`src/turbo_pkg.sv`:
```
`default_nettype none

package turbo_pkg;

    // block geometry
    localparam int SOFT_W    = 4;
    localparam int LLR_W     = 10;
    localparam int INFO_LEN  = 5;
    localparam int BLOCK_LEN = 7;
    localparam int PLANES    = SOFT_W;
    localparam int ITER_W    = 5;

    typedef logic signed [SOFT_W-1:0]          soft_t;
    typedef logic        [BLOCK_LEN*SOFT_W-1:0] soft_vec_t;
    typedef logic signed [LLR_W-1:0]           llr_t;
    typedef logic        [BLOCK_LEN*LLR_W-1:0]  llr_vec_t;
    // sys | parity one | parity two, position 0 on top of each slice
    typedef logic        [3*BLOCK_LEN-1:0]      plane_t;
    typedef logic        [INFO_LEN-1:0]         decision_t;
    typedef logic        [ITER_W-1:0]           iter_cnt_t;
    typedef logic        [$clog2(PLANES)-1:0]   plane_idx_t;

    typedef struct packed {
        soft_vec_t sys;
        soft_vec_t par;
        llr_vec_t  apriori;
    } siso_req_t;

    // interleaved slot j reads natural position PERM[j]
    localparam int PERM     [INFO_LEN] = '{0, 4, 2, 1, 3};
    localparam int PERM_INV [INFO_LEN] = '{0, 3, 2, 4, 1};

    localparam llr_t LLR_MAX = {1'b0, {(LLR_W-1){1'b1}}};
    localparam llr_t LLR_MIN = {1'b1, {(LLR_W-1){1'b0}}};

    // a - b, clamped to the llr range
    function automatic llr_t sat_sub(llr_t a, llr_t b);
        logic [LLR_W:0] diff;
        diff = {a[LLR_W-1], a} - {b[LLR_W-1], b};
        if (diff[LLR_W] != diff[LLR_W-1]) begin
            return diff[LLR_W] ? LLR_MIN : LLR_MAX;
        end
        return llr_t'(diff[LLR_W-1:0]);
    endfunction

    function automatic soft_t soft_get(soft_vec_t v, int pos);
        return v[(BLOCK_LEN-1-pos)*SOFT_W +: SOFT_W];
    endfunction

    function automatic llr_t llr_get(llr_vec_t v, int pos);
        return v[(BLOCK_LEN-1-pos)*LLR_W +: LLR_W];
    endfunction

    // widen a soft value to llr width
    function automatic llr_t soft_to_llr(soft_t s);
        return {{(LLR_W-SOFT_W){s[SOFT_W-1]}}, s};
    endfunction

    // 1 where the value is not negative, info bit 0 on top
    function automatic decision_t hard_decision(llr_vec_t v);
        decision_t d;
        llr_t      l;
        for (int p = 0; p < INFO_LEN; p++) begin
            l = llr_get(v, p);
            d[INFO_LEN-1-p] = ~l[LLR_W-1];
        end
        return d;
    endfunction

endpackage

`default_nettype wire
```
`src/turbo_decoder_top.sv`:
```
`default_nettype none
`timescale 1ns/10ps

module turbo_decoder_top #(
    parameter int MAX_ITER = 16
) (
    input  wire                    clk_p_i,
    input  wire                    reset_n_i,
    input  wire                    start_i,
    input  wire turbo_pkg::plane_t    data_i,
    input  wire                    siso_done_i,
    input  wire turbo_pkg::llr_vec_t  siso_llr_i,
    output wire                    siso_start_o,
    output turbo_pkg::siso_req_t   siso_req_o,
    output wire                    done_o,
    output turbo_pkg::decision_t   data_o
);

    import turbo_pkg::*;

    logic      block_ready;
    soft_vec_t sys_vec;
    soft_vec_t par1_vec;
    soft_vec_t par2_vec;
    llr_vec_t  ext_a;
    llr_vec_t  ext_b;
    llr_vec_t  apriori;
    soft_vec_t half_sys;

    soft_input_loader u_loader (
        .clk_p_i       (clk_p_i),
        .reset_n_i     (reset_n_i),
        .start_i       (start_i),
        .data_i        (data_i),
        .block_ready_o (block_ready),
        .sys_o         (sys_vec),
        .par1_o        (par1_vec),
        .par2_o        (par2_vec)
    );

    // half 1, natural in
    extrinsic_unit #(
        .INTERLEAVED_IN (1'b0)
    ) ext_unit_a (
        .siso_llr_i (siso_llr_i),
        .apriori_i  (apriori),
        .sys_i      (half_sys),
        .ext_o      (ext_a)
    );

    // half 2, interleaved in
    extrinsic_unit #(
        .INTERLEAVED_IN (1'b1)
    ) ext_unit_b (
        .siso_llr_i (siso_llr_i),
        .apriori_i  (apriori),
        .sys_i      (half_sys),
        .ext_o      (ext_b)
    );

    turbo_iter_ctrl #(
        .MAX_ITER (MAX_ITER)
    ) u_ctrl (
        .clk_p_i       (clk_p_i),
        .reset_n_i     (reset_n_i),
        .block_ready_i (block_ready),
        .sys_i         (sys_vec),
        .par1_i        (par1_vec),
        .par2_i        (par2_vec),
        .ext_a_i       (ext_a),
        .ext_b_i       (ext_b),
        .siso_done_i   (siso_done_i),
        .siso_start_o  (siso_start_o),
        .siso_req_o    (siso_req_o),
        .apriori_o     (apriori),
        .half_sys_o    (half_sys),
        .done_o        (done_o),
        .data_o        (data_o)
    );

endmodule

`default_nettype wire

```
`src/turbo_iter_ctrl.sv`:
```
`default_nettype none
`timescale 1ns/10ps

module turbo_iter_ctrl #(
    parameter int MAX_ITER = 16
) (
    input  wire                    clk_p_i,
    input  wire                    reset_n_i,
    input  wire                    block_ready_i,
    input  wire turbo_pkg::soft_vec_t sys_i,
    input  wire turbo_pkg::soft_vec_t par1_i,
    input  wire turbo_pkg::soft_vec_t par2_i,
    input  wire turbo_pkg::llr_vec_t  ext_a_i,
    input  wire turbo_pkg::llr_vec_t  ext_b_i,
    input  wire                    siso_done_i,
    output logic                   siso_start_o,
    output turbo_pkg::siso_req_t   siso_req_o,
    output turbo_pkg::llr_vec_t    apriori_o,
    output turbo_pkg::soft_vec_t   half_sys_o,
    output logic                   done_o,
    output turbo_pkg::decision_t   data_o
);

    import turbo_pkg::*;

    typedef enum logic [1:0] {
        ST_IDLE,
        ST_DEC1,
        ST_DEC2,
        ST_FINISH
    } state_t;

    state_t    state;
    iter_cnt_t iter_cnt;

    // captured block, stays put while a new load runs in the loader
    soft_vec_t sys_q;
    soft_vec_t par1_q;
    soft_vec_t par2_q;

    // half-2 extrinsic (natural) and half-1 extrinsic (interleaved)
    llr_vec_t  apri_nat;
    llr_vec_t  apri_int;

    soft_vec_t sys_int;
    llr_vec_t  half1_nat;
    decision_t dec1;
    decision_t dec2;
    logic      stop;

    // systematic values in interleaved order, pads zero
    always_comb begin
        sys_int = '0;
        for (int j = 0; j < INFO_LEN; j++) begin
            sys_int[(BLOCK_LEN-1-j)*SOFT_W +: SOFT_W] = soft_get(sys_q, PERM[j]);
        end
    end

    // half-1 extrinsic back to natural order for comparison
    always_comb begin
        half1_nat = '0;
        for (int p = 0; p < INFO_LEN; p++) begin
            half1_nat[(BLOCK_LEN-1-p)*LLR_W +: LLR_W] = llr_get(apri_int, PERM_INV[p]);
        end
    end

    assign dec1 = hard_decision(half1_nat);
    assign dec2 = hard_decision(ext_b_i);
    assign stop = (dec1 == dec2) || (iter_cnt == iter_cnt_t'(MAX_ITER-1));

    always_ff @(posedge clk_p_i) begin
        if (state == ST_IDLE && block_ready_i) begin
            sys_q  <= sys_i;
            par1_q <= par1_i;
            par2_q <= par2_i;
        end
    end

    always_ff @(posedge clk_p_i or negedge reset_n_i) begin
        if (!reset_n_i) begin
            state        <= ST_IDLE;
            iter_cnt     <= '0;
            siso_start_o <= 1'b0;
            siso_req_o   <= '0;
            apri_nat     <= '0;
            apri_int     <= '0;
            done_o       <= 1'b0;
            data_o       <= '0;
        end else begin
            siso_start_o <= 1'b0;
            done_o       <= 1'b0;
            case (state)
                ST_IDLE: begin
                    // first iteration starts with zero a-priori
                    if (block_ready_i) begin
                        siso_req_o   <= '{sys: sys_i, par: par1_i, apriori: '0};
                        siso_start_o <= 1'b1;
                        state        <= ST_DEC1;
                    end
                end
                ST_DEC1: begin
                    if (siso_done_i) begin
                        apri_int     <= ext_a_i;
                        siso_req_o   <= '{sys: sys_int, par: par2_q, apriori: ext_a_i};
                        siso_start_o <= 1'b1;
                        state        <= ST_DEC2;
                    end
                end
                ST_DEC2: begin
                    if (siso_done_i) begin
                        apri_nat <= ext_b_i;
                        if (stop) begin
                            state <= ST_FINISH;
                        end else begin
                            iter_cnt     <= iter_cnt + 1'b1;
                            siso_req_o   <= '{sys: sys_q, par: par1_q, apriori: ext_b_i};
                            siso_start_o <= 1'b1;
                            state        <= ST_DEC1;
                        end
                    end
                end
                ST_FINISH: begin
                    // decision comes from the last half-2 extrinsic
                    data_o   <= hard_decision(apri_nat);
                    done_o   <= 1'b1;
                    apri_nat <= '0;
                    apri_int <= '0;
                    iter_cnt <= '0;
                    state    <= ST_IDLE;
                end
                default: begin
                    state <= ST_IDLE;
                end
            endcase
        end
    end

    // extrinsic units see the outstanding request
    assign apriori_o  = siso_req_o.apriori;
    assign half_sys_o = siso_req_o.sys;

endmodule

`default_nettype wire

```
`src/extrinsic_unit.sv`:
```
`default_nettype none
`timescale 1ns/10ps

module extrinsic_unit #(
    parameter bit INTERLEAVED_IN = 1'b0
) (
    input  wire turbo_pkg::llr_vec_t  siso_llr_i,
    input  wire turbo_pkg::llr_vec_t  apriori_i,
    input  wire turbo_pkg::soft_vec_t sys_i,
    output wire turbo_pkg::llr_vec_t  ext_o
);

    import turbo_pkg::*;

    // one slot per information bit
    // natural in -> interleaved out, or interleaved in -> natural out
    for (genvar j = 0; j < INFO_LEN; j++) begin : g_slot
        localparam int IN_IDX  = INTERLEAVED_IN ? j : PERM[j];
        localparam int OUT_IDX = INTERLEAVED_IN ? PERM[j] : j;

        llr_t sys_llr;
        llr_t minus_apri;
        llr_t minus_sys;

        assign sys_llr    = soft_to_llr(soft_get(sys_i, IN_IDX));
        assign minus_apri = sat_sub(llr_get(siso_llr_i, IN_IDX),
                                    llr_get(apriori_i, IN_IDX));
        // systematic term removed twice, matching the 2*sys weight
        assign minus_sys  = sat_sub(minus_apri, sys_llr);

        assign ext_o[(BLOCK_LEN-1-OUT_IDX)*LLR_W +: LLR_W] = sat_sub(minus_sys, sys_llr);
    end

    // pad slots carry no information
    assign ext_o[(BLOCK_LEN-INFO_LEN)*LLR_W-1:0] = '0;

endmodule

`default_nettype wire

```
`src/soft_input_loader.sv`:
```
`default_nettype none
`timescale 1ns/10ps

module soft_input_loader (
    input  wire                  clk_p_i,
    input  wire                  reset_n_i,
    input  wire                  start_i,
    input  wire turbo_pkg::plane_t data_i,
    output logic                 block_ready_o,
    output turbo_pkg::soft_vec_t sys_o,
    output turbo_pkg::soft_vec_t par1_o,
    output turbo_pkg::soft_vec_t par2_o
);

    import turbo_pkg::*;

    plane_t     plane_q;
    logic       loading;
    plane_idx_t plane_idx;

    // load sequencing
    // plane k sits in plane_q while plane_idx == k
    always_ff @(posedge clk_p_i or negedge reset_n_i) begin
        if (!reset_n_i) begin
            loading       <= 1'b0;
            plane_idx     <= '0;
            block_ready_o <= 1'b0;
        end else begin
            block_ready_o <= 1'b0;
            if (loading) begin
                plane_idx <= plane_idx + 1'b1;
                if (plane_idx == plane_idx_t'(PLANES-1)) begin
                    loading       <= 1'b0;
                    block_ready_o <= 1'b1;
                end
            end else if (start_i) begin
                loading   <= 1'b1;
                plane_idx <= '0;
            end
        end
    end

    // input register and bit-plane assembly
    always_ff @(posedge clk_p_i) begin
        plane_q <= data_i;
        if (loading) begin
            for (int p = 0; p < BLOCK_LEN; p++) begin
                sys_o[(BLOCK_LEN-1-p)*SOFT_W + int'(plane_idx)] <=
                    plane_q[3*BLOCK_LEN-1-p];
                par1_o[(BLOCK_LEN-1-p)*SOFT_W + int'(plane_idx)] <=
                    plane_q[2*BLOCK_LEN-1-p];
                par2_o[(BLOCK_LEN-1-p)*SOFT_W + int'(plane_idx)] <=
                    plane_q[BLOCK_LEN-1-p];
            end
        end
    end

endmodule

`default_nettype wire

```
`config.mk`:
```
export PLATFORM = sky130hd
export DESIGN_NAME = turbo_decoder_top
export DESIGN_NICKNAME = d
export VERILOG_FILES = /design/src/turbo_pkg.sv /design/src/turbo_decoder_top.sv /design/src/turbo_iter_ctrl.sv /design/src/extrinsic_unit.sv /design/src/soft_input_loader.sv
export SDC_FILE = /design/constraint.sdc
export NUM_CORES = 1
export LEC_CHECK = 0
export ABC_AREA = 1
export BUFFER_PORTS_ARGS = -buffer_cell sky130_fd_sc_hd__buf_4
export CAP_MARGIN = 30
export CORE_MARGIN = 1
export CORE_UTILIZATION = 40
export CTS_CLUSTER_DIAMETER = 120
export CTS_CLUSTER_SIZE = 10
export DETAILED_ROUTE_END_ITERATION = 8
export GPL_TIMING_DRIVEN = 0
export MAX_ROUTING_LAYER = met4
export PLACE_DENSITY_LB_ADDON = 0.25
export SLEW_MARGIN = 20
export SYNTH_ARGS = -nofsm -noshare
export SYNTH_HDL_FRONTEND = slang
export SYNTH_SLANG_ARGS = --single-unit
```
`constraint.sdc`:
```
create_clock -name clk_p_i -period 9.1 [get_ports clk_p_i]
set_clock_uncertainty 0.05 [all_clocks]
set_input_delay 0.91 -clock clk_p_i [delete_from_list [all_inputs] [get_ports clk_p_i]]
set_output_delay 0.91 -clock clk_p_i [all_outputs]
set_load 0.02 [all_outputs]
```
* Yosys cells after proc, flatten, opt, wreduce, memory -nomap -nowiden *
Cells that the tools add are included.

word-level totals
  output and inout bits = 133
  register bits = 473

cells by class
  reductions and logical operators = 19
  bitwise logic cells = 15
  add/sub/neg operators = 23
  eq/ne operators = 25
  mux-type cells = 125
  magnitude comparators = 14

operators by type and width
  cell                   count
  $bwmux W28             21
  $mux W126              4
  $mux W10               45
  $pmux W126 S3          1
  $pmux W70 S2           2
  $ge A32 B1 Y1 const B  6
  $lt A32 B7 Y1 const B  6
  $mux W70               2
  $sub A10 B4 Y11        10
  $sub A10 B10 Y11       5
  $mux W1                32
  $demux W1 S5           6
  $add A5 B2 Y6 const A  3
  $ne A1 B1 Y1           15
  $not A1 Y1             15
  $mux W2                6
  $add A4 B2 Y5 const A  2
  $mux W5                2
  $pmux W5 S2            1
  $logic_and A1 B1 Y1    8
  $ne A2 B2 Y1 const B   4
  $pmux W2 S4            1
  $eq A2 B2 Y1 const B   3
  $lt A2 B6 Y1 const B   1
  16 further kinds       20

* Logic depth before layout (Yosys ltp) *
Gate-level depths: netlist of the first run.

  word-level depth = 18
  depth in mapped cells = 54
  mapped depth without buffers = 52

* Hierarchy *
From an unflattened synthesis of the first run, not the netlist that was laid out.

second synthesis, totals
  cells, all modules = 5,009
  area total of the unflattened synthesis = 34,117.7 um^2

by module, submodules not included
  module                       cells an instance  times used  area an instance (um^2)
  turbo_iter_ctrl              1,331              1           11,562.3
  extrinsic_unit (ext_unit_b)  1,765              1           9,673.0
  extrinsic_unit (ext_unit_a)  1,758              1           9,629.2
  soft_input_loader            155                1           3,253.1

* Least setup slack after synthesis of the first run *
Ideal clock, no wire load.

  kind = input-to-reg
  start point = input port siso_llr_i[62]
  end point = register u_ctrl.half_sys_o[19] (netlist name)
  setup slack = 1.892 ns
  library setup time = 0.141 ns
  data required time = 8.909 ns
  cell stages on the path = 48
  arrival = 7.017 ns
  cell sequence = ha_1 > a21oi_1 > nand2_1 > a21o_1 > nand2_1 > nand2_1 > a21oi_1 > xor2_1 > ha_1 > clkbuf_1 > a21oi_1 > a21oi_1 > ha_1 > a21oi_1 > o21ai_0 > nand4_1 > nand2_1 > nand2_1 > [... 12 more ...] > nand2_1 > nand2_1 > a21oi_1 > xor2_1 > inv_1 > ha_1 > nor2_2 > o21ai_0 > nor2_1 > nand3_2 > nand2_1 > nand2_2 > nand3_4 > inv_2 > buf_6 > buf_6 > nand2_1 > o21ai_0

between the ends
  word-level cells in the longest chain between the ends = 17
  elaborated cells on any way between the ends = 23
  classes of those cells = 3 x add/sub; 5 x eq/ne; 12 x mux; 1 x bitwise; 2 x reduce/logical

RTL lines
  what                                             RTL line                          text
  start, declared                                  turbo_decoder_top.sv:12           input wire turbo_pkg::llr_vec_t siso_llr_i,
  $sub A10 B10 Y11 (*)                             turbo_pkg.sv:39                   diff = {a[LLR_W-1], a} - {b[LLR_W-1], b};
  $mux W10 / $ne A1 B1 Y1 (equally long branches)  turbo_pkg.sv:41, turbo_pkg.sv:40
  $mux W10 / $mux W1 (equally long branches)       turbo_pkg.sv:40                   if (diff[LLR_W] != diff[LLR_W-1]) begin
  $mux W10 (*)                                     turbo_pkg.sv:43                   return llr_t'(diff[LLR_W-1:0]);
  $sub A10 B4 Y11 (*)                              turbo_pkg.sv:39
  $mux W10 / $ne A1 B1 Y1 (equally long branches)  turbo_pkg.sv:41, turbo_pkg.sv:40
  $mux W10 / $mux W1 (equally long branches)       turbo_pkg.sv:40
  $mux W10 (*)                                     turbo_pkg.sv:43
  $sub A10 B4 Y11 (*)                              turbo_pkg.sv:39
  $mux W10 / $ne A1 B1 Y1 (equally long branches)  turbo_pkg.sv:41, turbo_pkg.sv:40
  $mux W10 / $mux W1 (equally long branches)       turbo_pkg.sv:40
  $mux W10 (*)                                     turbo_pkg.sv:43
  $not A1 Y1 (*)                                   turbo_pkg.sv:65                   d[INFO_LEN-1-p] = ~l[LLR_W-1];
  $eq A5 B5 Y1 (*)                                 turbo_iter_ctrl.sv:69             assign stop = (dec1 == dec2) || (iter_cnt == iter_cnt_t'(MAX_ITER-1));
  $logic_or A1 B1 Y1 (*)                           turbo_iter_ctrl.sv:69
  $ne A2 B2 Y1 (no line) (*)                       --
  $reduce_and A5 Y1 (no line) (*)                  --

Mark *: on every way between the ends. The rest lies on a longest branch, timed or not. The select of a mux whose other input is x is not followed.
A chain may end at the register's enable or synchronous reset.

* Worst setup path in the final report of the first run *
  start point = input port siso_llr_i[66]
  end point = register u_ctrl.apriori_o[24] (netlist name)

between the ends
  word-level cells in the longest chain between the ends = 17
  elaborated cells on any way between the ends = 23
  classes of those cells = 3 x add/sub; 5 x eq/ne; 12 x mux; 1 x bitwise; 2 x reduce/logical

RTL lines
  what                                             RTL line
  $sub A10 B10 Y11 (*)                             turbo_pkg.sv:39
  $mux W10 / $ne A1 B1 Y1 (equally long branches)  turbo_pkg.sv:41, turbo_pkg.sv:40
  $mux W10 / $mux W1 (equally long branches)       turbo_pkg.sv:40
  $mux W10 (*)                                     turbo_pkg.sv:43
  $sub A10 B4 Y11 (*)                              turbo_pkg.sv:39
  $mux W10 / $ne A1 B1 Y1 (equally long branches)  turbo_pkg.sv:41, turbo_pkg.sv:40
  $mux W10 / $mux W1 (equally long branches)       turbo_pkg.sv:40
  $mux W10 (*)                                     turbo_pkg.sv:43
  $sub A10 B4 Y11 (*)                              turbo_pkg.sv:39
  $mux W10 / $ne A1 B1 Y1 (equally long branches)  turbo_pkg.sv:41, turbo_pkg.sv:40
  $mux W10 / $mux W1 (equally long branches)       turbo_pkg.sv:40
  $mux W10 (*)                                     turbo_pkg.sv:43
  $not A1 Y1 (*)                                   turbo_pkg.sv:65
  $eq A5 B5 Y1 (*)                                 turbo_iter_ctrl.sv:69
  $logic_or A1 B1 Y1 (*)                           turbo_iter_ctrl.sv:69
  $ne A2 B2 Y1 (no line) (*)                       --
  $reduce_and A5 Y1 (no line) (*)                  --

Marks and branches as above.

==> impl_metrics.json, run 1 <==
{
  "dr.pass1.iters": 7,
  "ys.flop_type": "edfxtp_1",
  "slowest_stage": "ha_1",
  "antenna_left": 0,
  "fillers": 5087,
  "finalMaxSlewViolations": 0,
  "max_cap_violations": 0,
  "insertedDiodeCount": 0,
  "htree_levels": 2,
  "hpwl_mm": 46.2,
  "crit_top_cell": "nand2_1",
  "root_buffer": "clkbuf_16",
  "viasPerCell": 5.09,
  "clk_latency_ps": 580,
  "path_clk_slew_ps": 60,
  "area_growth_pct": 17.0,
  "core_um2": 52600,
  "start_util_pct": 40.5,
  "setup.worst_path.end_class": "flip-flop",
  "crit_path_start_kind": "primary input",
  "rsz0062_at_grt": "false",
  "overflow": 0,
  "vias": 18300,
  "period_needed_ps": 8360,
  "fin_crit_sh_pct": 91.9,
  "cts_tree": "built",
  "finalNetCount": 3186,
  "io_pins": 228,
  "numCtsBuffers": 38,
  "wl_per_cell_um": 16.3,
  "syn_avg_cell_area_um2": 8.09,
  "grt_pass1_wl_mm": 92.8,
  "synth.mux.area_fraction_pct": 1.54,
  "place_congestion": 0.953,
  "critical_path_arrival_ps": 8770,
  "crit_type": "in2reg",
  "hold_buffers": 0,
  "post-route-drc-count": 0,
  "setup_viol": 0,
  "hold_class": "in2async",
  "port_buffers": 187,
  "timing.setup.tns_ps": 0,
  "status": "finished, final reports clean",
  "yosys.cell_types.count": 47,
  "postCtsSetupRepairBufs": 0,
  "ys_seq_area_share_pct": 41.4,
  "rr_worst_depth": 48,
  "clock_sinks": 323,
  "instances_no_fill": 3599,
  "synthSimpleGateAreaFrac_pct": 23.7,
  "worstMarginPinSlew_ps": 773,
  "relSlewSlack_pct": 48.4,
  "gr-usage-all-layers_pct": 22.3,
  "reg2reg_slack_ps": 760,
  "synth_top_family_by_area": "simple AND/OR/NAND/NOR gates",
  "grt_pass1_vias": 17800,
  "cts.path.max_buffers": 3,
  "dieArea_um2": 54200,
  "ys_ff_latch": 323,
  "async_reset_ff_share_pct": 41.5,
  "synth_cells": 2634,
  "die_x_um": 233,
  "synthesis.area_um2": 21300,
  "ys_warn_count": 0,
  "antenna_found_initial": 0,
  "r2r_start": "u_ctrl.apriori_o[66]",
  "synth_adder_area_share_pct": 12.6,
  "drtIter0Drc": 1232,
  "totalWireLength_mm": 58.7,
  "synth_edf_count": 168,
  "finalCoreUtilization_pct": 47.4,
  "fmax_mhz": 120,
  "slowest_delay_ps": 410,
  "rows": 84,
  "synth-compound-area-share_pct": 11.5,
  "synthXorXnorAreaFrac_pct": 1.52,
  "cp.required_ps": 9510,
  "worstReg2RegEnd": "u_ctrl.apriori_o[24]",
  "die_y_um": 233,
  "grt_max_degree": 84,
  "hold_viol": 0,
  "dp.cells": 3533,
  "drive_gt1_share_pct": 12.1,
  "cp_max_fo": 10
}
cell type report:
cell class                      count  area, um^2  share of cell area [%]
Tap cell                          688         861                    3.45
Clock inverter                      4        88.8                   0.356
Timing Repair Buffer              193        1560                    6.27
Buffer                             86         495                    1.99
Multi-Input combinational cell   1935       10900                    43.7
Inverter                          309        1160                    4.66
Sequential cell                   323        8820                    35.4
Clock buffer                       61        1040                    4.16
flip-flops by register name (all words and copies together), names as in the netlist:
name	flops
u_loader.par2_o	28
u_ctrl.par1_q	28
u_loader.plane_q	21
u_loader.block_ready_o	1
u_loader.plane_idx	2
u_ctrl.iter_cnt	5
u_ctrl.par2_q	28
u_loader.par1_o	28
u_ctrl.apriori_o	50
u_loader.sys_o	28
u_ctrl.apri_int	5
u_ctrl.apri_nat	5
u_ctrl.data_o	5
u_ctrl.siso_req_o	28
u_ctrl.done_o	1
u_ctrl.half_sys_o	28
u_ctrl.state	2
u_ctrl.sys_q	28
u_ctrl.siso_start_o	1
u_loader.loading	1
per-layer routing:
| layer | wire [um] | GRT usage, % | vias up |
|---|---|---|---|
| met1 | 26900 | 28.9 | 8571 |
| met3 | 2360 | 2.18 | 75 |
| met2 | 27900 | 36.9 | 401 |
| li1 | - | - | 9267 |
| met5 | 0 | - | - |
| met4 | 1470 | 6.19 | 0 |
kinds of logic after synthesis:
family                   after synthesis
AO/OA/AOI/OAI                        442
XOR/XNOR                              37
adder cells (fa/ha/maj)              205
buffers and inverters                395
flip-flops                           323
multiplexers                          32
other                                  1
AND/OR/NAND/NOR                     1199
what timing repair did:
item	CTS	global route
gates resized for setup	0	3
setup endpoints to repair	0	13
hold endpoints to repair	0	0
metrics by stage:
stage	cell area (um^2)	hold slack (ps)	setup slack (ps)
CTS	24900	212	656
finish	24900	220	741
detailed placement	23800	355	93.8
floorplan	21400	350	1890
global placement	23600	350	180
global route	24900	238	15.9
synth_stat cells (4+ instances only):
| master | n | area share (%) |
|---|---|---|
| a21oi_1 | 198 | 4.7 |
| nand3b_1 | 8 | 0.28 |
| or2_2 | 40 | 1.2 |
| edfxtp_1 | 168 | 24 |
| a21o_1 | 10 | 0.35 |
| nand4_1 | 22 | 0.65 |
| nand2_2 | 9 | 0.26 |
| nor3_1 | 10 | 0.23 |
| o2111ai_1 | 4 | 0.16 |
| o21ai_1 | 20 | 0.47 |
| nand3_1 | 222 | 5.2 |
| a21boi_0 | 4 | 0.14 |
| o21ai_0 | 140 | 3.3 |
| ha_1 | 190 | 11 |
| nand2_1 | 746 | 13 |
| o211ai_1 | 14 | 0.49 |
| buf_6 | 6 | 0.32 |
| xor2_1 | 29 | 1.2 |
| a22o_1 | 23 | 0.95 |
| mux2_2 | 7 | 0.37 |
| xnor2_1 | 8 | 0.33 |
| fa_1 | 15 | 1.4 |
| nor2_1 | 131 | 2.3 |
| clkbuf_1 | 31 | 0.55 |
| inv_1 | 304 | 5.4 |
| dfxtp_1 | 21 | 2.0 |
| buf_1 | 8 | 0.14 |
| o21bai_1 | 8 | 0.28 |
| o22ai_1 | 13 | 0.38 |
| mux2i_1 | 25 | 1.2 |
| buf_2 | 12 | 0.28 |
| buf_4 | 29 | 1.0 |
| dfrtp_1 | 134 | 16 |
worst max-delay path: cells and delay by family:
| family | cells | cell delay [ps] |
|---|---|---|
| buf+inv | 6 | 1170 |
| simple gates | 22 | 2170 |
| xor+xnor | 3 | 630 |
| fa+ha+maj | 6 | 1940 |
| compound gates | 11 | 1920 |
cells in the final DEF (no fill, tap or decap), types with 10 or more instances in the layout:
master       n
nand2_1    746
inv_1      303
nand3_1    222
buf_4      215
a21oi_1    198
ha_1       190
edfxtp_1   168
o21ai_0    140
dfrtp_1    134
nor2_1     131
clkbuf_1    53
or2_2       40
clkbuf_16   38
xor2_1      29
mux2i_1     25
a22o_1      23
nand4_1     22
dfxtp_1     21
o21ai_1     20
conb_1      20
fa_1        15
o211ai_1    14
o22ai_1     13
buf_2       11
nor3_1      10
a21o_1      10
how the worst max path moves through the flow:
stage                                     from                    end  cells after the start  slack (ps)
after global placement          siso_llr_i[20]  u_ctrl.half_sys_o[15]                     45         180
after floorplan                 siso_llr_i[62]  u_ctrl.half_sys_o[19]                     48        1890
final                           siso_llr_i[66]   u_ctrl.apriori_o[24]                     48         740
after global routing            siso_llr_i[60]  u_ctrl.siso_req_o[76]                     49          20
after detailed placement        siso_llr_i[66]  u_ctrl.half_sys_o[15]                     48          90
after CTS                 u_ctrl.apriori_o[66]  u_ctrl.half_sys_o[15]                     48         660
Power of run 1 is left out: the tool's default activity adds up to more than one toggle a clock period on the data nets, which glitch-free logic cannot reach.
==> run 2, diff against run 1 <==
--- a/config.mk
+++ b/config.mk
@@ -5,7 +5,6 @@
 export SDC_FILE = /design/constraint.sdc
 export NUM_CORES = 1
 export LEC_CHECK = 0
-export ABC_AREA = 1
 export BUFFER_PORTS_ARGS = -buffer_cell sky130_fd_sc_hd__buf_4
 export CAP_MARGIN = 30
 export CORE_MARGIN = 1
==> impl_metrics.json, run 2 <==
{
  "crit_path_start_kind": "primary input",
  "fmax_mhz": 114,
  "synth_cells": 1893,
  "crit_type": "in2reg",
  "root_buffer": "clkbuf_16",
  "viasPerCell": 5.51,
  "cp_max_fo": 10,
  "reg2reg_slack_ps": 430,
  "ys_ff_latch": 323,
  "whs_ps": 253,
  "setup_viol": 0,
  "worstReg2RegEnd": "u_ctrl.apriori_o[24]",
  "rows": 80,
  "r2r_start": "u_ctrl.apriori_o[60]",
  "ys_seq_area_share_pct": 45.1,
  "cts.path.max_buffers": 3,
  "htree_levels": 2,
  "grt_max_degree": 79,
  "dr.pass1.iters": 5,
  "final_cell_mix": "buf_4, ha_1, o21ai_0",
  "dieArea_um2": 49700,
  "cts_tree": "built",
  "drive_gt1_share_pct": 19.8,
  "largest_reg_flops": 50,
  "path_clk_slew_ps": 50,
  "place_congestion": 0.923,
  "grt_pass1_vias": 15200,
  "area_growth_pct": 21.4,
  "io_pins": 228,
  "yosys.cell_types.count": 67,
  "yosys.area.top_type": "edfxtp_1",
  "clk_latency_ps": 550,
  "die_y_um": 223,
  "synth_commonest_cells": "o21ai_0, ha_1, edfxtp_1",
  "synth_most_common_cell": "o21ai_0",
  "async_reset_ff_share_pct": 41.5,
  "critical_path_arrival_ps": 9110,
  "drtIter0Drc": 1021,
  "hold_viol": 0,
  "slowest_delay_ps": 460,
  "period_needed_ps": 8750,
  "port_buffers": 187,
  "ys.flop_type": "edfxtp_1",
  "post-route-drc-count": 0,
  "clock_sinks": 323,
  "ys_warn_count": 0,
  "start_util_pct": 40.8,
  "rr_worst_depth": 42,
  "synth_edf_count": 168,
  "hpwl_mm": 40.6,
  "cp.required_ps": 9460,
  "syn_avg_cell_area_um2": 10.3,
  "setup.worst_path.end_class": "flip-flop",
  "synth.top_cell.area_share_pct": 25.8,
  "vias": 15500,
  "crit_top_cell": "a21o_1",
  "die_x_um": 223,
  "slowest_stage": "o41ai_4",
  "hold_class": "in2async",
  "numCtsBuffers": 38,
  "max_cap_violations": 0,
  "grt_pass1_wl_mm": 83.3,
  "antenna_found_initial": 2,
  "core_um2": 47900,
  "synth_area_leaders": "edfxtp_1, dfrtp_1, ha_1, o21ai_0, xnor2_1",
  "overflow": 0,
  "totalWireLength_mm": 54.5,
  "fin_crit_sh_pct": 96.1,
  "wl_per_cell_um": 19.4,
  "status": "finished, final reports clean",
  "relSlewSlack_pct": 49.2,
  "finalNetCount": 2470,
  "final_common_cell": "buf_4",
  "synthesis.area_um2": 19500,
  "gr-usage-all-layers_pct": 22.1,
  "finalMaxSlewViolations": 0,
  "worstMarginPinSlew_ps": 762,
  "antenna_left": 0
}
[run 2: cell count changes after synthesis, sizes merged, moves of 42 or more]
cell	delta
a21oi	-129
o21ai	+54
o21a	+42
inv	-161
xnor2	+59
nand3	-217
nand2b	+42
a221oi	+59
nand2	-667
[run 2: cell families after synthesis]
| logic type | count (synthesis) | share of synthesized area, % |
|---|---|---|
| AOI/OAI and AO/OA | 600 | 20.5 |
| xor gates and xnor gates | 112 | 5.02 |
| adders and majority gates | 205 | 13.7 |
| buffers and inverters | 236 | 5.16 |
| DFF | 323 | 45.1 |
| muxes | 12 | 0.653 |
| other | 1 | 0.0192 |
| and+or+nand+nor | 404 | 9.84 |
[run 2: per-stage QoR]
step / util [%] / area (um^2) / TNS [ps] / cells / setup slack [ps]
global route: 49.5 / 23700 / -2810 / 2813 / -93.6
CTS: 48.4 / 23200 / 0 / 2787 / 0.696
finish: 49.5 / 23700 / 0 / 2813 / 351
global placement: 45.4 / 21800 / -149210 / 2714 / -1630
detailed placement: 45.6 / 21900 / -178820 / 2716 / -1870
floorplan: - / 19600 / 0 / 1912 / 106
[run 2: repair_timing]
item                       CTS  global route
pin swaps                    4            32
resized for setup           50           118
hold buffers                 0             0
setup buffers                7            25
setup endpoints to repair  113           113
[run 2: final cells by class]
class,instances,area [um^2]
timing repair buffer,221,1710
clock inverter,4,88.8
buffer,85,547
fill,4360,24200
antenna,2,5.00
clock buffer,62,1040
multi-input combinational,1353,10200
sequential,323,8820
tap,615,769
inverter,148,558
[run 2: how the worst max path moves through the flow]
stage	start	cells past startpoint	endpoint
after CTS	siso_llr_i[60]	44	u_ctrl.apriori_o[34]
after detailed placement	siso_llr_i[60]	42	u_ctrl.apriori_o[45]
final	siso_llr_i[60]	44	u_ctrl.apriori_o[24]
after floorplan	siso_llr_i[60]	41	u_ctrl.apriori_o[32]
after global placement	siso_llr_i[60]	42	u_ctrl.apriori_o[47]
after global routing	siso_llr_i[60]	44	u_ctrl.siso_req_o[82]
[run 2: critical path, delay by kind of cell]
family	cells	cell delay [ps]
XOR/XNOR	1	150
AND/OR/NAND/NOR	4	520
buffers and inverters	7	900
AO/OA/AOI/OAI	24	4300
adder cells (fa/ha/maj)	8	2350
[run 2: metal layers]
metal	part of all wire (%)	routed length [um]	up-vias	global-route usage, %
li1	-	-	7441	-
met1	45	24600	7540	29.1
met2	47	25900	427	35.5
met3	5.0	2740	79	3.20
met4	2.4	1320	0	6.14
met5	0	0	-	-
Power of run 2 is left out for the same reason.
